## src/hdl/soc_pkg.sv

```systemverilog
package soc_pkg;

	// Basic bus widths
	typedef logic [31:0] addr_t;
	typedef logic [31:0] data_t;
	typedef logic [3:0]  strb_t;
	typedef logic [1:0]  resp_t;
	typedef logic [15:0] word_addr_t;

	localparam resp_t RESP_OKAY   = 2'b00;
	localparam resp_t RESP_SLVERR = 2'b10;

	// Address map, region picked by the top three bits
	localparam addr_t REGION_MASK = 32'he000_0000;
	localparam addr_t SRAM_BASE   = 32'h0000_0000;
	localparam addr_t TIMER_BASE  = 32'h4000_0000;

	// Timer register byte offsets
	localparam addr_t TIMER_CTRL  = 32'h0000_0000;
	localparam addr_t MTIME_LO    = 32'h0000_0008;
	localparam addr_t MTIME_HI    = 32'h0000_000c;
	localparam addr_t MTIMECMP_LO = 32'h0000_0010;
	localparam addr_t MTIMECMP_HI = 32'h0000_0014;

	typedef enum logic [1:0] {IDLE, ACCESS, RESPOND} region_t;

	// Master side of the AXI4-Lite port
	typedef struct packed {
		addr_t awaddr;
		logic  awvalid;
		data_t wdata;
		strb_t wstrb;
		logic  wvalid;
		logic  bready;
		addr_t araddr;
		logic  arvalid;
		logic  rready;
	} axil_req_t;

	// Slave side of the AXI4-Lite port
	typedef struct packed {
		logic  awready;
		logic  wready;
		resp_t bresp;
		logic  bvalid;
		logic  arready;
		data_t rdata;
		resp_t rresp;
		logic  rvalid;
	} axil_rsp_t;

	// One access towards a target
	typedef struct packed {
		logic       write;
		word_addr_t word_addr;
		data_t      wdata;
		strb_t      wstrb;
	} periph_req_t;

endpackage

```

## src/hdl/axil_decoder.sv

```systemverilog
module axil_decoder (
	input  logic                 clk,
	input  logic                 rst_n,
	input  soc_pkg::axil_req_t   axil_req,
	output soc_pkg::axil_rsp_t   axil_rsp,
	output soc_pkg::periph_req_t periph_req,
	output logic                 sram_sel,
	output logic                 timer_sel,
	input  soc_pkg::data_t       sram_rdata,
	input  soc_pkg::data_t       timer_rdata
);
	import soc_pkg::*;

	region_t state;
	logic    is_write;
	logic    sram_hit;
	logic    timer_hit;
	resp_t   resp;

	logic    rd_accept;
	logic    wr_accept;
	addr_t   acc_addr;
	logic    acc_sram;
	logic    acc_timer;
	logic    resp_taken;

	// ------------------------------
	// Accept and decode

	// Only IDLE takes a new request, a read beats a write
	assign rd_accept = (state == IDLE) && axil_req.arvalid;
	assign wr_accept = (state == IDLE) && axil_req.awvalid && axil_req.wvalid
		&& !axil_req.arvalid;

	assign acc_addr  = rd_accept ? axil_req.araddr : axil_req.awaddr;
	assign acc_sram  = (acc_addr & REGION_MASK) == SRAM_BASE;
	assign acc_timer = (acc_addr & REGION_MASK) == TIMER_BASE;

	assign resp_taken = is_write ? axil_req.bready : axil_req.rready;

	// ------------------------------
	// Transaction FSM

	always_ff @(posedge clk or negedge rst_n) begin
		if (!rst_n) begin
			state     <= IDLE;
			is_write  <= 1'b0;
			sram_hit  <= 1'b0;
			timer_hit <= 1'b0;
			resp      <= RESP_OKAY;
		end else begin
			case (state)
				IDLE: begin
					if (rd_accept || wr_accept) begin
						state     <= ACCESS;
						is_write  <= wr_accept;
						sram_hit  <= acc_sram;
						timer_hit <= acc_timer;
						// Unmapped addresses still walk the FSM, just with an error
						resp      <= (acc_sram || acc_timer) ? RESP_OKAY : RESP_SLVERR;
					end
				end
				ACCESS: begin
					state <= RESPOND;
				end
				RESPOND: begin
					if (resp_taken) begin
						state <= IDLE;
					end
				end
				default: begin
					state <= IDLE;
				end
			endcase
		end
	end

	// Request towards the targets, held until the next accept
	always_ff @(posedge clk) begin
		if (rd_accept || wr_accept) begin
			periph_req.write     <= wr_accept;
			periph_req.word_addr <= acc_addr[2 +: $bits(word_addr_t)];
			periph_req.wdata     <= axil_req.wdata;
			periph_req.wstrb     <= wr_accept ? axil_req.wstrb : '0;
		end
	end

	// One cycle strobe per access
	assign sram_sel  = (state == ACCESS) && sram_hit;
	assign timer_sel = (state == ACCESS) && timer_hit;

	// ------------------------------
	// Response channel

	always_comb begin
		axil_rsp         = '0;
		axil_rsp.awready = wr_accept;
		axil_rsp.wready  = wr_accept;
		axil_rsp.arready = rd_accept;
		axil_rsp.bvalid  = (state == RESPOND) && is_write;
		axil_rsp.bresp   = resp;
		axil_rsp.rvalid  = (state == RESPOND) && !is_write;
		axil_rsp.rresp   = resp;
		// Targets hold their read word until their next select
		if (sram_hit) begin
			axil_rsp.rdata = sram_rdata;
		end else if (timer_hit) begin
			axil_rsp.rdata = timer_rdata;
		end else begin
			axil_rsp.rdata = '0;
		end
	end

endmodule

```

## config.mk

```make
export PLATFORM = sky130hd
export DESIGN_NAME = axil_decoder
export DESIGN_NICKNAME = d
export VERILOG_FILES = /design/src/hdl/soc_pkg.sv /design/src/hdl/axil_decoder.sv
export SDC_FILE = /design/constraint.sdc
export NUM_CORES = 1
export LEC_CHECK = 0
export BUFFER_PORTS_ARGS = -buffer_cell sky130_fd_sc_hd__buf_2
export CORE_AREA = 2 2 103 105
export DETAILED_ROUTE_END_ITERATION = 12
export DIE_AREA = 0 0 105 107
export SYNTH_ARGS = -nofsm -noshare
export SYNTH_HDL_FRONTEND = slang
export SYNTH_SLANG_ARGS = --single-unit
```

## constraint.sdc

```tcl
create_clock -name clk -period 3.8 [get_ports clk]
set_input_delay 0.95 -clock clk [delete_from_list [all_inputs] [get_ports clk]]
set_output_delay 0.95 -clock clk [all_outputs]
set_load 0.005 [all_outputs]
```

==> results.tsv, run 1 <==
stage	metric	value	unit
sta	final setup fails	0	
routing	post-DR wirelength/cell	13.89	µm
global_route	vias in the first global route	2284	
clock_tree	setup repair bufs after CTS	0	
synth	Syn Std Cell Area	2582	µm²
synth	top_reg_cell synth	edfxtp_1	
flow_run	Max-Cap Viols	0	
floorplan	FP Rows	37	
sta	worst-margin pin slew	575.2	ps
cells_and_area	NumNets Final	568	
sta	Final period util	73.54	%
clock_tree	Clk Tree Root Cell	clkbuf_8	
sta	final setup TNS	0	ps
synth	yosys warns	0	
synth	Post-synth ARST share	10.17	%
clock_tree	CTS tree	yes	
sta	Max Fclk	0.3578	GHz
cells_and_area	layout cells sized above 1	69.08	%
synth	Syn Area/Cell	16.24	µm²
global_route	antenna violations before repair	1	
worst_setup_path	crit path DAT	1840	ps
worst_setup_path	Setup crit start kind	input port	
floorplan	area of the die	11240	µm²
clock_tree	post_cts resized	0	
floorplan	Die Y-Extent	107	µm
cells_and_area	leading cell type in the layout, fill and taps excluded	buf_2	
synth	share of the synthesized area in the top cell type	61.63	%
routing	wirelength, routed	7473	µm
synth	largest cells by area after synthesis	edfxtp_1 (62%), a22o_1 (11%), mux2_2 (6.5%)	
clock_tree	cts bufs inserted	9	
global_route	grt total ovfl	0	
sta	Slew Viols, Final	0	
clock_tree	H-tree depth	3	
global_route	first-pass GRT wire length	11150	µm
power_and_ir_drop	Tot Pwr	0.002331	W
power_and_ir_drop	pwr/cell area	577.2	nW/µm²
cells_and_area	area delta synth->final	56.35	%
cells_and_area	most frequent cells in the layout	buf_2 (238), edfxtp_1 (53), a22o_1 (31)	
worst_setup_path	kind of end point of the critical path	primary output	
sta	RSZ-0062 raised after global routing	false	
routing	total number of vias	2323	
sta	Hold Vio Cnt, Final	0	
worst_setup_path	Required @ worst endpoint	2850	ps
min_path	Hold Path Class	in2async	
placed_design	DP Wirelength	6053	µm
routing	# DRC	0	
clock_tree	Worst-path clk slew	70	ps
global_route	GRT Total Usage	13.11	%
placed_design	GPL Wtd Cong	0.7983	
routing	via count normalized by instance count	4.318	
floorplan	core area	10090	µm²
worst_setup_path	slack of the worst reg-to-reg path	2000	ps
cells_and_area	fillcell total	1022	
sta	clock skew	10.29	ps
clock_tree	clock insertion delay at the later pin of the skew report	330	ps
synth	Yosys cell types	26	
floorplan	Initial Utilization	25.59	%
routing	First-pass DRT Iterations	4	
clock_tree	Max Buffers Root-to-Sink	2	
synth	Post-Synthesis Cells	159	
routing	Starting DRT DRC Count	75	
sta	Tmin final	2795	ps
floorplan	Die W	105	µm
sta	slew margin rel.	61.33	%
worst_setup_path	crit path kind	in2out	
power_and_ir_drop	VDD IR-drop max	214.2	µV
clock_tree	# hold bufs at CTS	0	
synth	Yosys reg bits	59	
worst_setup_path	crit-path max FO	8	
synth	sequential cell area fraction in the yosys report	67.44	%
synth	Yosys top cell by area	edfxtp_1	
placed_design	port buffer count	238	
synth	Post-synth EDFFs	53	
clock_tree	clk sink count	59	
power_and_ir_drop	Lkg Pwr	1.947	nW
routing	DRT antenna net count	0	
global_route	largest net degree at the start of global routing	43	
floorplan	Ports	267	
run_status	status	complete, no violations	
[Yosys cell counts (2+ instances only)]
cell type / number
nand2_1: 4
buf_6: 3
mux2_2: 15
nor3_1: 3
and2_1: 4
nor2_1: 2
buf_2: 3
dfrtp_1: 6
mux2i_1: 3
clkbuf_1: 4
and3b_1: 2
edfxtp_1: 53
a22o_1: 31
mux2_1: 5
nor3b_1: 4
buf_4: 7
[through the flow]
| stage | utilization, % | hold slack [ps] | area [µm²] | cells | setup WS (ps) |
|---|---|---|---|---|---|
| 3_5_place_dp | 38.42 | 597.5 | 3877 | 522 | 987.9 |
| 2_1_floorplan | - | 511.1 | 2592 | 160 | 831.3 |
| 3_3_place_gp | 38.42 | 584.6 | 3877 | 522 | 1082 |
| 6_report | 40.01 | 433.4 | 4038 | 538 | 1005 |
| 4_1_cts | 39.98 | 410.3 | 4035 | 537 | 987.9 |
| 5_1_grt | 40.01 | 414.4 | 4038 | 538 | 895.3 |
[worst paths after layout]
| check | startpoint | end | depth (start not counted) |
|---|---|---|---|
| setup / recovery | axil_req[1] | axil_rsp[39] | 3 |
| hold / removal | rst_n | state[0]$_DFFE_PN0P_ | 1 |
| min in group clk | is_write$_DFFE_PN0P_ | is_write$_DFFE_PN0P_ | 2 |
| setup reg to reg | state[0]$_DFFE_PN0P_ | timer_hit$_DFFE_PN0P_ | 4 |
| hold reg to reg | is_write$_DFFE_PN0P_ | is_write$_DFFE_PN0P_ | 2 |
| max in group asynchronous | rst_n | state[1]$_DFFE_PN0P_ | 1 |
[flip-flops by register name, summed over array words and instances (netlist names)]
name and flops:
state 2, timer_hit 1, sram_hit 1, resp 1
is_write 1, periph_req 53
[area by class of cell]
| cell class | count | area [µm²] | area share (%) |
|---|---|---|---|
| timing repair buffer | 243 | 1229 | 30.43 |
| antenna | 1 | 2.502 | 0.06198 |
| inverter | 1 | 3.754 | 0.09297 |
| clock inverter | 6 | 33.78 | 0.8367 |
| tap | 136 | 170.2 | 4.214 |
| clock buffer | 9 | 123.9 | 3.068 |
| multi-input combinational | 83 | 733.2 | 18.16 |
| sequential | 59 | 1742 | 43.14 |
[power by group]
group          total, W  switching, W  internal (W)  leakage [nW]
combinational  0.000858      0.000420      0.000438          1.29
clock          0.000462      0.000235      0.000226        0.0783
sequential      0.00101     0.0000766      0.000934         0.579
[critical path: stages]
cell and delay (ps):
buf_2 120, nor4_2 550, buf_2 220
[metal layers]
| layer | part of all wire, % | global-route usage, % | up-vias |
|---|---|---|---|
| met4 | 2.2 | 6.857 | 0 |
| met2 | 49 | 22.82 | 164 |
| li1 | - | - | 1091 |
| met1 | 38 | 13.90 | 1055 |
| met3 | 11 | 4.802 | 13 |
| met5 | 0 | 0 | - |
[logic make-up after synthesis]
| family | synth area share [%] |
|---|---|
| other | 0.1452 |
| DFF | 67.44 |
| muxes | 10.46 |
| AOI/OAI and AO/OA | 11.19 |
| buffers and inverters | 4.651 |
| and+or+nand+nor | 6.105 |
(Power assumes the default switching activity.)
==> run 2, diff against run 1 <==
==> constraint.sdc (replaced) <==
create_clock -name clk -period 2.65 [get_ports clk]
set_input_delay 0.6625 -clock clk [delete_from_list [all_inputs] [get_ports clk]]
set_output_delay 0.6625 -clock clk [all_outputs]
set_load 0.005 [all_outputs]
==> results.tsv, run 2 (synthesis gave the netlist of run 1 again) <==
stage	metric	value	unit	change
floorplan	FP Rows	37		unchanged
worst_setup_path	worst-path cell chain	nor2b_4, a22o_1, buf_2		
sta	worst-margin pin slew	677.7	ps	+102.5 ps
placed_design	port buffer count	238		unchanged
sta	Final period util	90.28	%	
global_route	GRT Total Usage	14.43	%	+1.3 points
worst_setup_path	Setup crit start kind	flop		
cells_and_area	max reg flops	53		unchanged
clock_tree	H-tree depth	3		unchanged
power_and_ir_drop	Tot Pwr	0.003395	W	+46%
global_route	first-pass GRT wire length	12150	µm	+9.0%
global_route	vias in the first global route	2330		+2.0%
sta	final setup fails	0		unchanged
routing	via count normalized by instance count	4.360		+0.97%
floorplan	area of the die	11240	µm²	unchanged
cells_and_area	most frequent cells in the layout	buf_2 (238), edfxtp_1 (53), a22o_1 (31)		
worst_setup_path	CP Launch Point	timer_hit$_DFFE_PN0P_		
power_and_ir_drop	Lkg Pwr	1.953	nW	+0.34%
min_path	Hold Path Class	in2async		
placed_design	GPL Wtd Cong	0.8462		+6.0%
sta	Tmin final	2392	ps	
cells_and_area	area delta synth->final	56.98	%	
cells_and_area	largest registers	periph_req x53, state x2		
routing	# DRC	0		unchanged
routing	wirelength, routed	8520	µm	+14%
global_route	grt total ovfl	0		unchanged
floorplan	Die Y-Extent	107	µm	unchanged
worst_setup_path	slowest stage cell, crit path	nor2b_4		
global_route	largest net degree at the start of global routing	40		-7.0%
floorplan	Initial Utilization	25.59	%	unchanged
clock_tree	post_cts resized	1		+1
clock_tree	cts bufs inserted	9		unchanged
routing	DRT antenna net count	0		unchanged
flow_run	Max-Cap Viols	0		unchanged
power_and_ir_drop	VDD IR-drop max	257.4	µV	+20%
power_and_ir_drop	pwr/cell area	837.5	nW/µm²	+45%
sta	Max Fclk	0.4180	GHz	
worst_setup_path	CP bufs+invs	1		-1
clock_tree	CTS tree	yes		
clock_tree	clk sink count	59		unchanged
worst_setup_path	kind of end point of the critical path	primary output		
floorplan	Die W	105	µm	unchanged
floorplan	Ports	267		unchanged
worst_setup_path	Largest stage delay, worst path	610	ps	+60 ps
worst_setup_path	crit path kind	reg2out		
routing	First-pass DRT Iterations	4		unchanged
cells_and_area	leading cell type in the layout, fill and taps excluded	buf_2		
routing	total number of vias	2350		+1.2%
routing	Starting DRT DRC Count	108		+44%
worst_setup_path	Required @ worst endpoint	1990	ps	-860 ps
clock_tree	# hold bufs at CTS	0		unchanged
worst_setup_path	crit-path max FO	31		+23
sta	Slew Viols, Final	0		unchanged
worst_setup_path	Top Family by Delay on Critical Path	simple AND/OR/NAND/NOR gates		
placed_design	DP Wirelength	6769	µm	+12%
sta	Hold Vio Cnt, Final	0		unchanged
cells_and_area	Largest Register	periph_req		
global_route	antenna violations before repair	1		unchanged
sta	RSZ-0062 raised after global routing	false		
floorplan	core area	10090	µm²	unchanged
cells_and_area	NumNets Final	569		+0.18%
run_status	status	complete, no violations		
clock_tree	Clk Tree Root Cell	clkbuf_8		
worst_setup_path	worst r2r src	state[0]$_DFFE_PN0P_		
clock_tree	Max Buffers Root-to-Sink	2		unchanged
sta	clock skew	11.31	ps	+1.015 ps
clock_tree	setup repair bufs after CTS	0		unchanged
routing	post-DR wirelength/cell	15.81	µm	+14%
clock_tree	Worst-path clk slew	70	ps	about the same
clock_tree	clock insertion delay at the later pin of the skew report	330	ps	about the same
sta	slew margin rel.	54.73	%	-6.6 points
cells_and_area	layout cells sized above 1	69.40	%	+0.33 points
worst_setup_path	crit path DAT	1730	ps	-110 ps
sta	final setup TNS	0	ps	unchanged
[run 2: cell types whose count changed in the layout (fill, tap and decap cells not counted)]
cell / previous run / this run
nor2b_2: 1 / 0
buf_4: 5 / 6
a21oi_1: 1 / 0
a21oi_2: 0 / 1
nor2b_4: 0 / 1
[run 2: worst paths after layout]
path	end	slack [ps]	cells past startpoint
max	axil_rsp[23]	260	3
min	state[0]$_DFFE_PN0P_	140	1
max reg2reg	periph_req[37]$_DFFE_PN_	690	3
min reg2reg	resp[1]$_DFFE_PN0P_	550	1
max in group asynchronous	resp[1]$_DFFE_PN0P_	2350	1
min in group clk	periph_req[9]$_DFFE_PN_	500	1
[run 2: layer usage]
layer / track usage (%) / share of wire [%]
met5: 0 / 0
met3: 6.140 / 11
met2: 25.60 / 49
met1: 15.39 / 38
met4: 4.952 / 1.4
[run 2: power breakdown]
group / switching, W / internal (W)
Clock: 0.000347 / 0.000325
Sequential: 0.000118 / 0.00134
Combinational: 0.000629 / 0.000635
Total: 0.00109 / 0.00230
[run 2: layout make-up]
| cell class | instances | area [µm²] |
|---|---|---|
| Multi-Input combinational cell | 83 | 742.0 |
| Timing Repair Buffer | 244 | 1236 |
| Antenna cell | 1 | 2.502 |
| Sequential cell | 59 | 1742 |
| Fill cell | 1000 | 6038 |
| Tap cell | 136 | 170.2 |
| Clock buffer | 9 | 123.9 |
| Inverter | 1 | 3.754 |
| Clock inverter | 6 | 33.78 |
[run 2: through the flow]
step | hold WS [ps] | instances | area (µm²) | utilization [%] | setup slack, ps
finish | 143.3 | 539 | 4054 | 40.17 | 257.6
global route | 124.4 | 539 | 4054 | 40.17 | 140.8
CTS | 120.9 | 538 | 4051 | 40.14 | 229.7
detailed placement | 503.7 | 523 | 3889 | 38.53 | 231.8
global placement | 504.9 | 523 | 3889 | 38.53 | 312.1
floorplan | 366.9 | 160 | 2596 | - | 11.67
