### src/hdl/soc_pkg.sv
package soc_pkg;

	// Basic bus widths
	typedef logic [31:0] addr_t;
	typedef logic [31:0] data_t;
	typedef logic [3:0]  strb_t;
	typedef logic [1:0]  resp_t;
	typedef logic [15:0] word_addr_t;

	localparam resp_t RESP_OKAY   = 2'b00;
	localparam resp_t RESP_SLVERR = 2'b10;

	// Address map, region picked by the top three bits
	localparam addr_t REGION_MASK = 32'he000_0000;
	localparam addr_t SRAM_BASE   = 32'h0000_0000;
	localparam addr_t TIMER_BASE  = 32'h4000_0000;

	// Timer register byte offsets
	localparam addr_t TIMER_CTRL  = 32'h0000_0000;
	localparam addr_t MTIME_LO    = 32'h0000_0008;
	localparam addr_t MTIME_HI    = 32'h0000_000c;
	localparam addr_t MTIMECMP_LO = 32'h0000_0010;
	localparam addr_t MTIMECMP_HI = 32'h0000_0014;

	typedef enum logic [1:0] {IDLE, ACCESS, RESPOND} region_t;

	// Master side of the AXI4-Lite port
	typedef struct packed {
		addr_t awaddr;
		logic  awvalid;
		data_t wdata;
		strb_t wstrb;
		logic  wvalid;
		logic  bready;
		addr_t araddr;
		logic  arvalid;
		logic  rready;
	} axil_req_t;

	// Slave side of the AXI4-Lite port
	typedef struct packed {
		logic  awready;
		logic  wready;
		resp_t bresp;
		logic  bvalid;
		logic  arready;
		data_t rdata;
		resp_t rresp;
		logic  rvalid;
	} axil_rsp_t;

	// One access towards a target
	typedef struct packed {
		logic       write;
		word_addr_t word_addr;
		data_t      wdata;
		strb_t      wstrb;
	} periph_req_t;

endpackage

### src/hdl/mtimer.sv
module mtimer #(
	parameter int CLK_MHZ = 12
) (
	input  logic                 clk,
	input  logic                 rst_n,
	input  logic                 sel,
	input  soc_pkg::periph_req_t periph_req,
	output soc_pkg::data_t       rdata,
	output logic                 timer_irq
);
	import soc_pkg::*;

	localparam int TICK_W = (CLK_MHZ > 1) ? $clog2(CLK_MHZ) : 1;

	logic [TICK_W-1:0] tick_ctr;
	logic              tick;

	logic              ctrl_en;
	logic [63:0]       mtime;
	logic [63:0]       mtimecmp;

	addr_t             byte_off;
	logic              wr;

	// Merge a bus write into a register, one byte per strobe bit
	function automatic data_t merge_strb(data_t old, data_t wdata, strb_t wstrb);
		data_t result;
		result = old;
		for (int i = 0; i < $bits(strb_t); i++) begin
			if (wstrb[i]) begin
				result[i*8 +: 8] = wdata[i*8 +: 8];
			end
		end
		return result;
	endfunction

	// ------------------------------
	// Microsecond timebase

	// Counts CLK_MHZ-1 down to 0, tick fires once per wrap
	always_ff @(posedge clk or negedge rst_n) begin
		if (!rst_n) begin
			tick_ctr <= '0;
			tick     <= 1'b0;
		end else begin
			if (tick_ctr != '0) begin
				tick_ctr <= tick_ctr - 1'b1;
			end else begin
				tick_ctr <= TICK_W'(CLK_MHZ - 1);
			end
			tick <= (tick_ctr == '0);
		end
	end

	// ------------------------------
	// Register file

	assign byte_off = addr_t'({periph_req.word_addr, 2'b00});
	assign wr       = sel && periph_req.write;

	// A bus write to mtime takes priority over the tick
	always_ff @(posedge clk or negedge rst_n) begin
		if (!rst_n) begin
			ctrl_en  <= 1'b0;
			mtime    <= '0;
			mtimecmp <= '1;
		end else begin
			if (ctrl_en && tick) begin
				mtime <= mtime + 64'd1;
			end
			if (wr) begin
				case (byte_off)
					TIMER_CTRL: begin
						if (periph_req.wstrb[0]) begin
							ctrl_en <= periph_req.wdata[0];
						end
					end
					MTIME_LO: mtime[31:0] <= merge_strb(mtime[31:0], periph_req.wdata,
						periph_req.wstrb);
					MTIME_HI: mtime[63:32] <= merge_strb(mtime[63:32], periph_req.wdata,
						periph_req.wstrb);
					MTIMECMP_LO: mtimecmp[31:0] <= merge_strb(mtimecmp[31:0],
						periph_req.wdata, periph_req.wstrb);
					MTIMECMP_HI: mtimecmp[63:32] <= merge_strb(mtimecmp[63:32],
						periph_req.wdata, periph_req.wstrb);
					default: begin
					end
				endcase
			end
		end
	end

	// Read word held between selects
	always_ff @(posedge clk) begin
		if (sel) begin
			case (byte_off)
				TIMER_CTRL:  rdata <= {31'd0, ctrl_en};
				MTIME_LO:    rdata <= mtime[31:0];
				MTIME_HI:    rdata <= mtime[63:32];
				MTIMECMP_LO: rdata <= mtimecmp[31:0];
				MTIMECMP_HI: rdata <= mtimecmp[63:32];
				default:     rdata <= '0;
			endcase
		end
	end

	// ------------------------------
	// Interrupt

	always_ff @(posedge clk or negedge rst_n) begin
		if (!rst_n) begin
			timer_irq <= 1'b0;
		end else begin
			timer_irq <= ctrl_en && (mtime >= mtimecmp);
		end
	end

endmodule

### config.mk
export PLATFORM = sky130hd
export DESIGN_NAME = mtimer
export DESIGN_NICKNAME = d
export VERILOG_FILES = /design/src/hdl/soc_pkg.sv /design/src/hdl/mtimer.sv
export SDC_FILE = /design/constraint.sdc
export NUM_CORES = 1
export LEC_CHECK = 0
export BUFFER_PORTS_ARGS = -buffer_cell sky130_fd_sc_hd__buf_2
export CORE_MARGIN = 2
export CORE_UTILIZATION = 55
export DETAILED_ROUTE_END_ITERATION = 12
export GPL_ROUTABILITY_DRIVEN = 0
export PLACE_DENSITY = 0.77
export SLEW_MARGIN = 20
export SYNTH_ARGS = -nofsm -noshare
export SYNTH_HDL_FRONTEND = slang
export SYNTH_SLANG_ARGS = --single-unit
### constraint.sdc
create_clock -name clk -period 2.19 [get_ports clk]
set_input_delay 0.438 -clock clk [delete_from_list [all_inputs] [get_ports clk]]
set_output_delay 0.438 -clock clk [all_outputs]
set_load 0.05 [all_outputs]
==> impl_results.html, run 1 <==
<table>
<tr><th>Metric</th><th>Value</th></tr>
<tr><th colspan="2">Synthesis</th></tr>
<tr><td>Area leader, netlist</td><td>sky130_fd_sc_hd__dfrtp_1</td></tr>
<tr><td>Yosys Warn Count</td><td>0</td></tr>
<tr><td>Synth Area per Inst</td><td>between 9 and 10 um2</td></tr>
<tr><td>Top cells by area in the synthesized netlist</td><td>sky130_fd_sc_hd__dfrtp_1 (17%), sky130_fd_sc_hd__dfstp_2 (16%), sky130_fd_sc_hd__edfxtp_1 (9.0%), sky130_fd_sc_hd__ha_1 (7.9%), sky130_fd_sc_hd__mux2_1 (5.0%)</td></tr>
<tr><td>Synthesis-stage register bit count</td><td>167</td></tr>
<tr><td>Most repeated cell in the gate-level netlist after synthesis</td><td>sky130_fd_sc_hd__nor2_1</td></tr>
<tr><td>Number of enable flip-flop cells after synthesis</td><td>32</td></tr>
<tr><td>Post-synth top area share</td><td>16.7%</td></tr>
<tr><td>Post-synthesis sequential area ratio</td><td>41.6%</td></tr>
<tr><td>Number of unique standard cell types used by synthesis</td><td>75</td></tr>
<tr><td>Cell Area, Synth</td><td>10600 um2</td></tr>
<tr><td>Most common flop cell mapped by yosys</td><td>sky130_fd_sc_hd__dfrtp_1</td></tr>
<tr><td>Leading post-synthesis cells by instance count</td><td>sky130_fd_sc_hd__nor2_1 (104), sky130_fd_sc_hd__inv_1 (84), sky130_fd_sc_hd__dfrtp_1 (71), sky130_fd_sc_hd__nand2_1 (71), sky130_fd_sc_hd__ha_1 (67)</td></tr>
<tr><td>Asr flop ratio synth</td><td>between 80% and 90%</td></tr>
<tr><td>Syn_nets</td><td>1207</td></tr>
<tr><td>Number of instances in the synthesized netlist</td><td>about 1100</td></tr>
<tr><th colspan="2">Timing</th></tr>
<tr><td>Relative slew slack</td><td>58.2%</td></tr>
<tr><td>Clock tree skew after final layout</td><td>0.00801 ns</td></tr>
<tr><td>Worst path setup slack after routing</td><td>-0.102 ns</td></tr>
<tr><td>Max-slew violations</td><td>0</td></tr>
<tr><td>Transition time at the pin with the least slew margin</td><td>0.620 ns</td></tr>
<tr><td>Final period demand of the worst path</td><td>2.29 ns</td></tr>
<tr><td>Hold violation count in the final report</td><td>0</td></tr>
<tr><td>Hold_ws</td><td>roughly 0.29 ns</td></tr>
<tr><td>Post-route setup TNS</td><td>-0.220 ns</td></tr>
<tr><td>Final setup viols</td><td>4</td></tr>
<tr><td>Share of the clock period used by the worst path after layout</td><td>105%</td></tr>
<tr><td>Unrepaired setup endpoints after global routing</td><td>true</td></tr>
<tr><td>Max Fclk</td><td>0.436 GHz</td></tr>
<tr><th colspan="2">Critical path</th></tr>
<tr><td>Required time of the critical path</td><td>2.49 ns</td></tr>
<tr><td>Sum of buffers and inverters on the critical path</td><td>1</td></tr>
<tr><td>CP cell instances</td><td>buf_6, nand3_4, nor4_4, nand4_2, or4_4, o211ai_1, o311ai_1</td></tr>
<tr><td>Setup slack of the most critical reg-to-reg path</td><td>-0.10 ns</td></tr>
<tr><td>Critical Path Fanout Max</td><td>6</td></tr>
<tr><td>Critical-path cell with the highest stage delay</td><td>sky130_fd_sc_hd__or4_4</td></tr>
<tr><td>FF-to-FF path depth</td><td>7</td></tr>
<tr><td>Family of cells with the greatest summed delay on the critical path</td><td>simple AND/OR/NAND/NOR gates</td></tr>
<tr><td>Max incr delay on CP</td><td>0.58 ns</td></tr>
<tr><td>Startpoint of the worst-slack reg-to-reg timing path</td><td>mtime[6]</td></tr>
<tr><td>Arrival @ worst endpoint</td><td>2.60 ns</td></tr>
<tr><td>R2R Path End</td><td>mtime[51]</td></tr>
<tr><td>Critical Path Source Type</td><td>flip-flop</td></tr>
<tr><td>Type of the worst setup path</td><td>reg2reg</td></tr>
<tr><td>Type of element capturing the critical path</td><td>flip-flop</td></tr>
<tr><th colspan="2">Clocking</th></tr>
<tr><td>Worst skew pair latency</td><td>0.44 ns</td></tr>
<tr><td>Clock sinks</td><td>between 150 and 200</td></tr>
<tr><td>Clock root buffer master</td><td>sky130_fd_sc_hd__clkbuf_16</td></tr>
<tr><td>CTS Buffer Depth</td><td>2</td></tr>
<tr><td>Clock transition at the register clock pins on the worst setup and hold paths after CTS</td><td>0.07 ns</td></tr>
<tr><td>TritonCTS clock tree</td><td>yes</td></tr>
<tr><td>H-tree depth reported by CTS</td><td>4</td></tr>
<tr><td>Inserted Clock Buffers</td><td>17</td></tr>
<tr><th colspan="2">Hold path</th></tr>
<tr><td>End of the worst hold path</td><td>mtimecmp[7]</td></tr>
<tr><td>Number of cells traversed by the worst hold path</td><td>2</td></tr>
<tr><td>Hold/Removal Path Class</td><td>in2reg</td></tr>
<tr><td>HP Start</td><td>periph_req[11]</td></tr>
<tr><th colspan="2">Pwr</th></tr>
<tr><td>Leakage power summed over all cells</td><td>5.93 nW</td></tr>
<tr><td>Power per Cell Area</td><td>476 nW/um2</td></tr>
<tr><td>Worst IR drop on VDD</td><td>between 0.0005 and 0.0006 V</td></tr>
<tr><th colspan="2">Global route</th></tr>
<tr><td>Top Usage Layer GRT</td><td>met2</td></tr>
<tr><td>Pin count of the biggest net entering global routing</td><td>50</td></tr>
<tr><td>Met1 Usage GRT</td><td>44.9%</td></tr>
<tr><td>Total congestion overflow</td><td>0</td></tr>
<tr><td>GRT met3 Usage</td><td>6.30%</td></tr>
<tr><td>Via count of the first global-routing pass</td><td>just over 10000</td></tr>
<tr><td>Global-route wire length before repair</td><td>approximately 53000 um</td></tr>
<tr><td>Global-route track usage on met2</td><td>52.2%</td></tr>
<tr><td>GRT Overall Usage</td><td>roughly a third</td></tr>
<tr><td>Number of antenna violations at the first check in global routing</td><td>1</td></tr>
<tr><th colspan="2">Final layout</th></tr>
<tr><td>Diodes inserted</td><td>0</td></tr>
<tr><td>Share of the core filled with cells</td><td>between 70% and 80%</td></tr>
<tr><td>Fraction of final layout cells sized beyond drive strength 1</td><td>between 30 and 40%</td></tr>
<tr><td>Filler instances</td><td>1315</td></tr>
<tr><td>Synthesis-to-layout area growth</td><td>29.2%</td></tr>
<tr><td>Final layout net count</td><td>1464</td></tr>
<tr><td>Final std cells w/o fill</td><td>1614</td></tr>
<tr><th colspan="2">Routing</th></tr>
<tr><td>Mean routed wirelength per cell</td><td>21.2 um</td></tr>
<tr><td>Via density per instance</td><td>6.35</td></tr>
<tr><td>ANT nets after route</td><td>0</td></tr>
<tr><td>Detailed-routing iteration count for the pre-antenna-repair pass</td><td>7</td></tr>
<tr><td>Number of design-rule violations left by the first detailed-router iteration</td><td>1398</td></tr>
<tr><td>Final routed wirelength across all metal layers</td><td>approximately 34000 um</td></tr>
<tr><td>Via count</td><td>~10000</td></tr>
<tr><td>Drc violations</td><td>0</td></tr>
<tr><th colspan="2">Floorplanning</th></tr>
<tr><td># IOs</td><td>89</td></tr>
<tr><td>Effective utilization at floorplan</td><td>56.4%</td></tr>
<tr><td>Area inside the core boundary</td><td>18800 um2</td></tr>
<tr><td>Die Y</td><td>around 140 um</td></tr>
<tr><td>Num rows</td><td>50</td></tr>
<tr><td>Die W</td><td>approximately 140 um</td></tr>
<tr><td>Die area</td><td>20400 um2</td></tr>
<tr><th colspan="2">Placement</th></tr>
<tr><td># port buffers</td><td>88</td></tr>
<tr><td># placed instances</td><td>roughly 1600</td></tr>
<tr><td>Placement-stage worst setup slack</td><td>-0.266 ns</td></tr>
<tr><td>Post-detailed-placement half-perimeter wirelength</td><td>23900 um</td></tr>
<tr><th colspan="2">Run</th></tr>
<tr><td>Max Cap Viol</td><td>0</td></tr>
<tr><th colspan="2">Status</th></tr>
<tr><td>Violated checks</td><td>negative setup slack</td></tr>
<tr><td>Outcome</td><td>finished, violations left</td></tr>
</table>
[how the worst max path moves through the flow]
| stage | to | start | slack [ns] | cells past startpoint |
|---|---|---|---|---|
| global route | mtime[51] | mtime[6] | -0.17 | 7 |
| global placement | mtime[26] | periph_req[49] | -0.22 | 8 |
| finish | mtime[51] | mtime[6] | -0.10 | 7 |
| floorplan | mtime[3] | periph_req[50] | 0.009 | 7 |
| CTS | timer_irq | mtimecmp[47] | -0.04 | 9 |
| detailed placement | mtime[25] | periph_req[43] | -0.27 | 7 |
[state kept, by name, indices dropped and copies added (netlist names)]
name       cells
tick_ctr       4
timer_irq      1
rdata         32
ctrl_en        1
tick           1
mtime         64
mtimecmp      64
[per-stage QoR]
| step | power [W] | instance area (um2) |
|---|---|---|
| after CTS | 0.00654 | 13200 |
| after global placement | 0.00360 | 12500 |
| after floorplan | 0.00339 | 10600 |
| after global routing | 0.00671 | 13700 |
| final | 0.00653 | 13700 |
| after detailed placement | 0.00360 | 12500 |
[layout make-up]
| class | count | area, um2 | area share, % |
|---|---|---|---|
| inverters | 84 | 315 | 2.30 |
| flip-flops and latches | 167 | 4430 | 32.3 |
| well taps | 260 | 325 | 2.37 |
| clock inverters | 9 | 101 | 0.739 |
| clock buffers | 23 | 468 | 3.41 |
| repair buffers | 279 | 1950 | 14.2 |
| multi-input cells | 792 | 6140 | 44.7 |
[repair_timing]
action                                  CTS  global route
setup buffers                             6            19
gates resized for setup                  19            69
pin swaps                                 6            34
hold buffers                              1             0
hold endpoints to repair                 11             0
endpoints found under the setup margin   20            37
[cell families after synthesis]
| family | Yosys count | synth area share [%] |
|---|---|---|
| xor gates and xnor gates | 4 | 0.330 |
| and+or+nand+nor | 389 | 19.8 |
| AOI/OAI and AO/OA | 227 | 15.0 |
| adders and majority gates | 67 | 7.89 |
| buffers and inverters | 125 | 4.71 |
| DFF | 167 | 41.6 |
| muxes | 105 | 10.7 |
[layout by cell type (no fill, tap or decap), drive strengths merged, types with 6 or more instances in the layout]
cell,n
a211oi,22
a21o,7
a21oi,62
a221o,31
a311oi,11
and2,11
and3,19
and4,12
buf,278
clkbuf,23
dfrtp,71
dfstp,64
edfxtp,32
ha,67
inv,85
mux2,66
mux2i,39
nand2,79
nand2b,9
nand3,36
nand4,34
nor2,107
nor2b,8
nor3,30
nor4,22
o211ai,6
o21ai,35
o31ai,6
o32ai,10
or3,7
[report_power, final]
part           leakage (nW)  internal, W  switching (W)
sequential             1.78      0.00319     0.00000373
combinational          3.87    0.0000984       0.000261
clock                 0.277      0.00173        0.00125
total                  5.93      0.00502        0.00151
[per-layer routing]
| layer | vias to the layer above | part of all wire, % |
|---|---|---|
| li1 | 4553 | - |
| met1 | 4935 | 41 |
| met2 | 608 | 46 |
| met3 | 147 | 8.8 |
| met4 | 2 | 4.0 |
| met5 | - | 0.038 |
No activity file was read; power rests on OpenSTA's default activity.
==> run 2, diff against run 1 <==
==> constraint.sdc (replaced) <==
create_clock -name clk -period 2.19 [get_ports clk]
set_input_delay 0.219 -clock clk [delete_from_list [all_inputs] [get_ports clk]]
set_output_delay 0.219 -clock clk [all_outputs]
set_load 0.05 [all_outputs]
==> impl_results.html, run 2 (synthesis gave the netlist of run 1 again) <==
<table>
<tr><th>Metric</th><th>Value</th></tr>
<tr><th colspan="2">Global route</th></tr>
<tr><td>Global-route wire length before repair</td><td>51200 um (-2.8%)</td></tr>
<tr><td>Number of antenna violations at the first check in global routing</td><td>0 (-1)</td></tr>
<tr><td>Pin count of the biggest net entering global routing</td><td>62 (+24%)</td></tr>
<tr><td>Via count of the first global-routing pass</td><td>9634 (-5.6%)</td></tr>
<tr><td>Total congestion overflow</td><td>0 (unchanged)</td></tr>
<tr><td>GRT Overall Usage</td><td>32.5% (-0.92 points)</td></tr>
<tr><th colspan="2">Critical path</th></tr>
<tr><td>Setup slack of the most critical reg-to-reg path</td><td>-0.24 ns (-0.14 ns)</td></tr>
<tr><td>Type of element capturing the critical path</td><td>flip-flop</td></tr>
<tr><td>Startpoint of the worst-slack reg-to-reg timing path</td><td>mtimecmp[48]</td></tr>
<tr><td>Max incr delay on CP</td><td>0.53 ns (-0.05 ns)</td></tr>
<tr><td>Arrival @ worst endpoint</td><td>2.76 ns (+0.16 ns)</td></tr>
<tr><td>CP dominant cell by count</td><td>sky130_fd_sc_hd__nand4_1</td></tr>
<tr><td>Critical Path Fanout Max</td><td>2 (-4)</td></tr>
<tr><td>CP cell instances</td><td>inv_1, ha_1, nand4_1, nor4_2, buf_4, nand4_1, a21oi_2, o31ai_2, o31ai_1</td></tr>
<tr><td>Type of the worst setup path</td><td>reg2reg</td></tr>
<tr><td>Critical Path Source Type</td><td>flip-flop</td></tr>
<tr><td>Critical-path cell with the highest stage delay</td><td>sky130_fd_sc_hd__dfstp_2</td></tr>
<tr><td>Required time of the critical path</td><td>2.52 ns (+0.03 ns)</td></tr>
<tr><td>Launch point of the critical path</td><td>mtimecmp[48]</td></tr>
<tr><th colspan="2">Clocking</th></tr>
<tr><td>Inserted Clock Buffers</td><td>17 (unchanged)</td></tr>
<tr><td>H-tree depth reported by CTS</td><td>4 (unchanged)</td></tr>
<tr><td>Clock sinks</td><td>167 (unchanged)</td></tr>
<tr><td>Clock transition at the register clock pins on the worst setup and hold paths after CTS</td><td>0.07 ns (about the same)</td></tr>
<tr><td>CTS Buffer Depth</td><td>2 (unchanged)</td></tr>
<tr><td>Clock root buffer master</td><td>sky130_fd_sc_hd__clkbuf_16</td></tr>
<tr><td>Worst skew pair latency</td><td>0.44 ns (about the same)</td></tr>
<tr><td>TritonCTS clock tree</td><td>yes</td></tr>
<tr><th colspan="2">Routing</th></tr>
<tr><td>Detailed-routing iteration count for the pre-antenna-repair pass</td><td>7 (unchanged)</td></tr>
<tr><td>Via count</td><td>9923 (-3.1%)</td></tr>
<tr><td>ANT nets after route</td><td>0 (unchanged)</td></tr>
<tr><td>Drc violations</td><td>0 (unchanged)</td></tr>
<tr><td>Via density per instance</td><td>6.37 (+0.34%)</td></tr>
<tr><td>Final routed wirelength across all metal layers</td><td>32600 um (-4.7%)</td></tr>
<tr><td>Number of design-rule violations left by the first detailed-router iteration</td><td>1190 (-15%)</td></tr>
<tr><td>Mean routed wirelength per cell</td><td>20.9 um (-1.3%)</td></tr>
<tr><th colspan="2">Final layout</th></tr>
<tr><td>Final layout net count</td><td>1408 (-3.8%)</td></tr>
<tr><td>Registers with the most flip-flops</td><td>mtime: 64 flops, mtimecmp: 64 flops, rdata: 32 flops</td></tr>
<tr><td>Most common library cell in the layout ignoring fill and taps</td><td>sky130_fd_sc_hd__buf_4</td></tr>
<tr><td>Synthesis-to-layout area growth</td><td>23.5%</td></tr>
<tr><td>Fraction of final layout cells sized beyond drive strength 1</td><td>31.1% (-4.9 points)</td></tr>
<tr><td>Final Cell Area</td><td>13100 um2 (-4.4%)</td></tr>
<tr><td>Diodes inserted</td><td>0 (unchanged)</td></tr>
<tr><td>Leading cell types in the layout, fill and taps excluded</td><td>sky130_fd_sc_hd__buf_4 (126), sky130_fd_sc_hd__nor2_1 (104), sky130_fd_sc_hd__buf_2 (87)</td></tr>
<tr><td>Final std cells w/o fill</td><td>1558 (-3.5%)</td></tr>
<tr><th colspan="2">Placement</th></tr>
<tr><td>Post-detailed-placement half-perimeter wirelength</td><td>22900 um (-4.5%)</td></tr>
<tr><td># placed instances</td><td>1505 (-3.3%)</td></tr>
<tr><td># port buffers</td><td>88 (unchanged)</td></tr>
<tr><td>Placed cell area</td><td>12200 um2 (-2.8%)</td></tr>
<tr><th colspan="2">Timing</th></tr>
<tr><td>Max Fclk</td><td>0.411 GHz (-5.8%)</td></tr>
<tr><td>Hold violation count in the final report</td><td>0 (unchanged)</td></tr>
<tr><td>Unrepaired setup endpoints after global routing</td><td>true</td></tr>
<tr><td>Final period demand of the worst path</td><td>2.43 ns (+0.140 ns)</td></tr>
<tr><td>Transition time at the pin with the least slew margin</td><td>0.517 ns (-0.103 ns)</td></tr>
<tr><td>Worst path setup slack after routing</td><td>-0.242 ns (-0.140 ns)</td></tr>
<tr><td>Clock tree skew after final layout</td><td>0.0140 ns (+0.00601 ns)</td></tr>
<tr><td>Max-slew violations</td><td>0 (unchanged)</td></tr>
<tr><td>Relative slew slack</td><td>65.6% (+7.3 points)</td></tr>
<tr><td>Share of the clock period used by the worst path after layout</td><td>111% (+6.4 points)</td></tr>
<tr><td>Final setup viols</td><td>2 (-2)</td></tr>
<tr><td>Post-route setup TNS</td><td>-0.257 ns (-0.0366 ns)</td></tr>
<tr><th colspan="2">Hold path</th></tr>
<tr><td>HP Start</td><td>periph_req[22]</td></tr>
<tr><td>Hold/Removal Path Class</td><td>in2reg</td></tr>
<tr><th colspan="2">Floorplanning</th></tr>
<tr><td>Die Y</td><td>143 um (unchanged)</td></tr>
<tr><td>Area inside the core boundary</td><td>18800 um2 (unchanged)</td></tr>
<tr><td># IOs</td><td>89 (unchanged)</td></tr>
<tr><td>Effective utilization at floorplan</td><td>56.4% (unchanged)</td></tr>
<tr><td>Die area</td><td>20400 um2 (unchanged)</td></tr>
<tr><td>Num rows</td><td>50 (unchanged)</td></tr>
<tr><td>Die W</td><td>143 um (unchanged)</td></tr>
<tr><th colspan="2">Status</th></tr>
<tr><td>Outcome</td><td>finished, violations left</td></tr>
<tr><td>Violated checks</td><td>negative setup slack</td></tr>
<tr><th colspan="2">Pwr</th></tr>
<tr><td>Worst IR drop on VDD</td><td>0.000513 V (-6.9%)</td></tr>
<tr><td>Total power of the final layout</td><td>0.00648 W (-0.71%)</td></tr>
<tr><td>Leakage power summed over all cells</td><td>5.60 nW (-5.6%)</td></tr>
<tr><td>Power per Cell Area</td><td>494 nW/um2 (+3.9%)</td></tr>
<tr><th colspan="2">Run</th></tr>
<tr><td>Max Cap Viol</td><td>0 (unchanged)</td></tr>
</table>
[run 2: cell types whose count changed in the layout (fill, tap and decap cells not counted), moves of 6 or more]
cell                      change
sky130_fd_sc_hd__buf_4       -56
sky130_fd_sc_hd__ha_4         -6
sky130_fd_sc_hd__o21ai_0      +6
sky130_fd_sc_hd__o21ai_1      -6
sky130_fd_sc_hd__ha_1         +6
[run 2: through the flow]
stage,worst slack (ns),utilization (%),hold slack (ns)
after floorplan,0.0940,-,-0.0766
after global placement,-0.125,64.5,0.193
after detailed placement,-0.182,64.5,0.192
after CTS,-0.0565,68.3,0.0573
after global routing,-0.247,69.7,0.0664
final,-0.242,69.7,0.0591
[run 2: where the power goes]
part	internal (W)	switching (W)
Combinational	0.0000955	0.000255
Sequential	0.00319	0.00000413
Clock	0.00168	0.00126
[run 2: cell type report]
type | instances | area [um2]
clock buffers | 24 | 492
clock inverters | 8 | 73.8
fillers | 1406 | 5710
inverters | 84 | 315
multi-input cells | 792 | 5930
flip-flops and latches | 167 | 4430
well taps | 260 | 325
repair buffers | 223 | 1550
[run 2: path summary, 6_finish.rpt]
path | cells past startpoint | end
worst max register to register | 9 | timer_irq
worst max-delay path | 9 | timer_irq
max in group asynchronous | 3 | mtimecmp[38]
worst min-delay path | 2 | mtimecmp[18]
min in group asynchronous | 2 | mtime[57]
worst min register to register | 1 | tick
[run 2: repair_timing]
action                                 in CTS  in global routing
setup endpoints to repair                   4                 28
endpoints found under the hold margin      26                  0
resized for setup                          15                 31
buffers inserted                            6                 14
gates cloned                                0                  0
pin swaps                                  11                 14
hold buffers                                1                  0
[run 2: routing by layer]
layer | wire length (um) | part of all wire [%] | global-route usage (%)
met5 | 0 | 0 | 0
met4 | 1190 | 3.7 | 14.5
met3 | 3060 | 9.4 | 5.87
met2 | 14900 | 46 | 50.5
met1 | 13500 | 41 | 44.6
[run 2: critical path: cells and delay by family, from the launching register on]
kind | cells | cell delay (ns)
simple gates | 3 | 0.88
flops | 1 | 0.53
compound gates | 3 | 0.40
fa+ha+maj | 1 | 0.28
buf+inv | 2 | 0.23
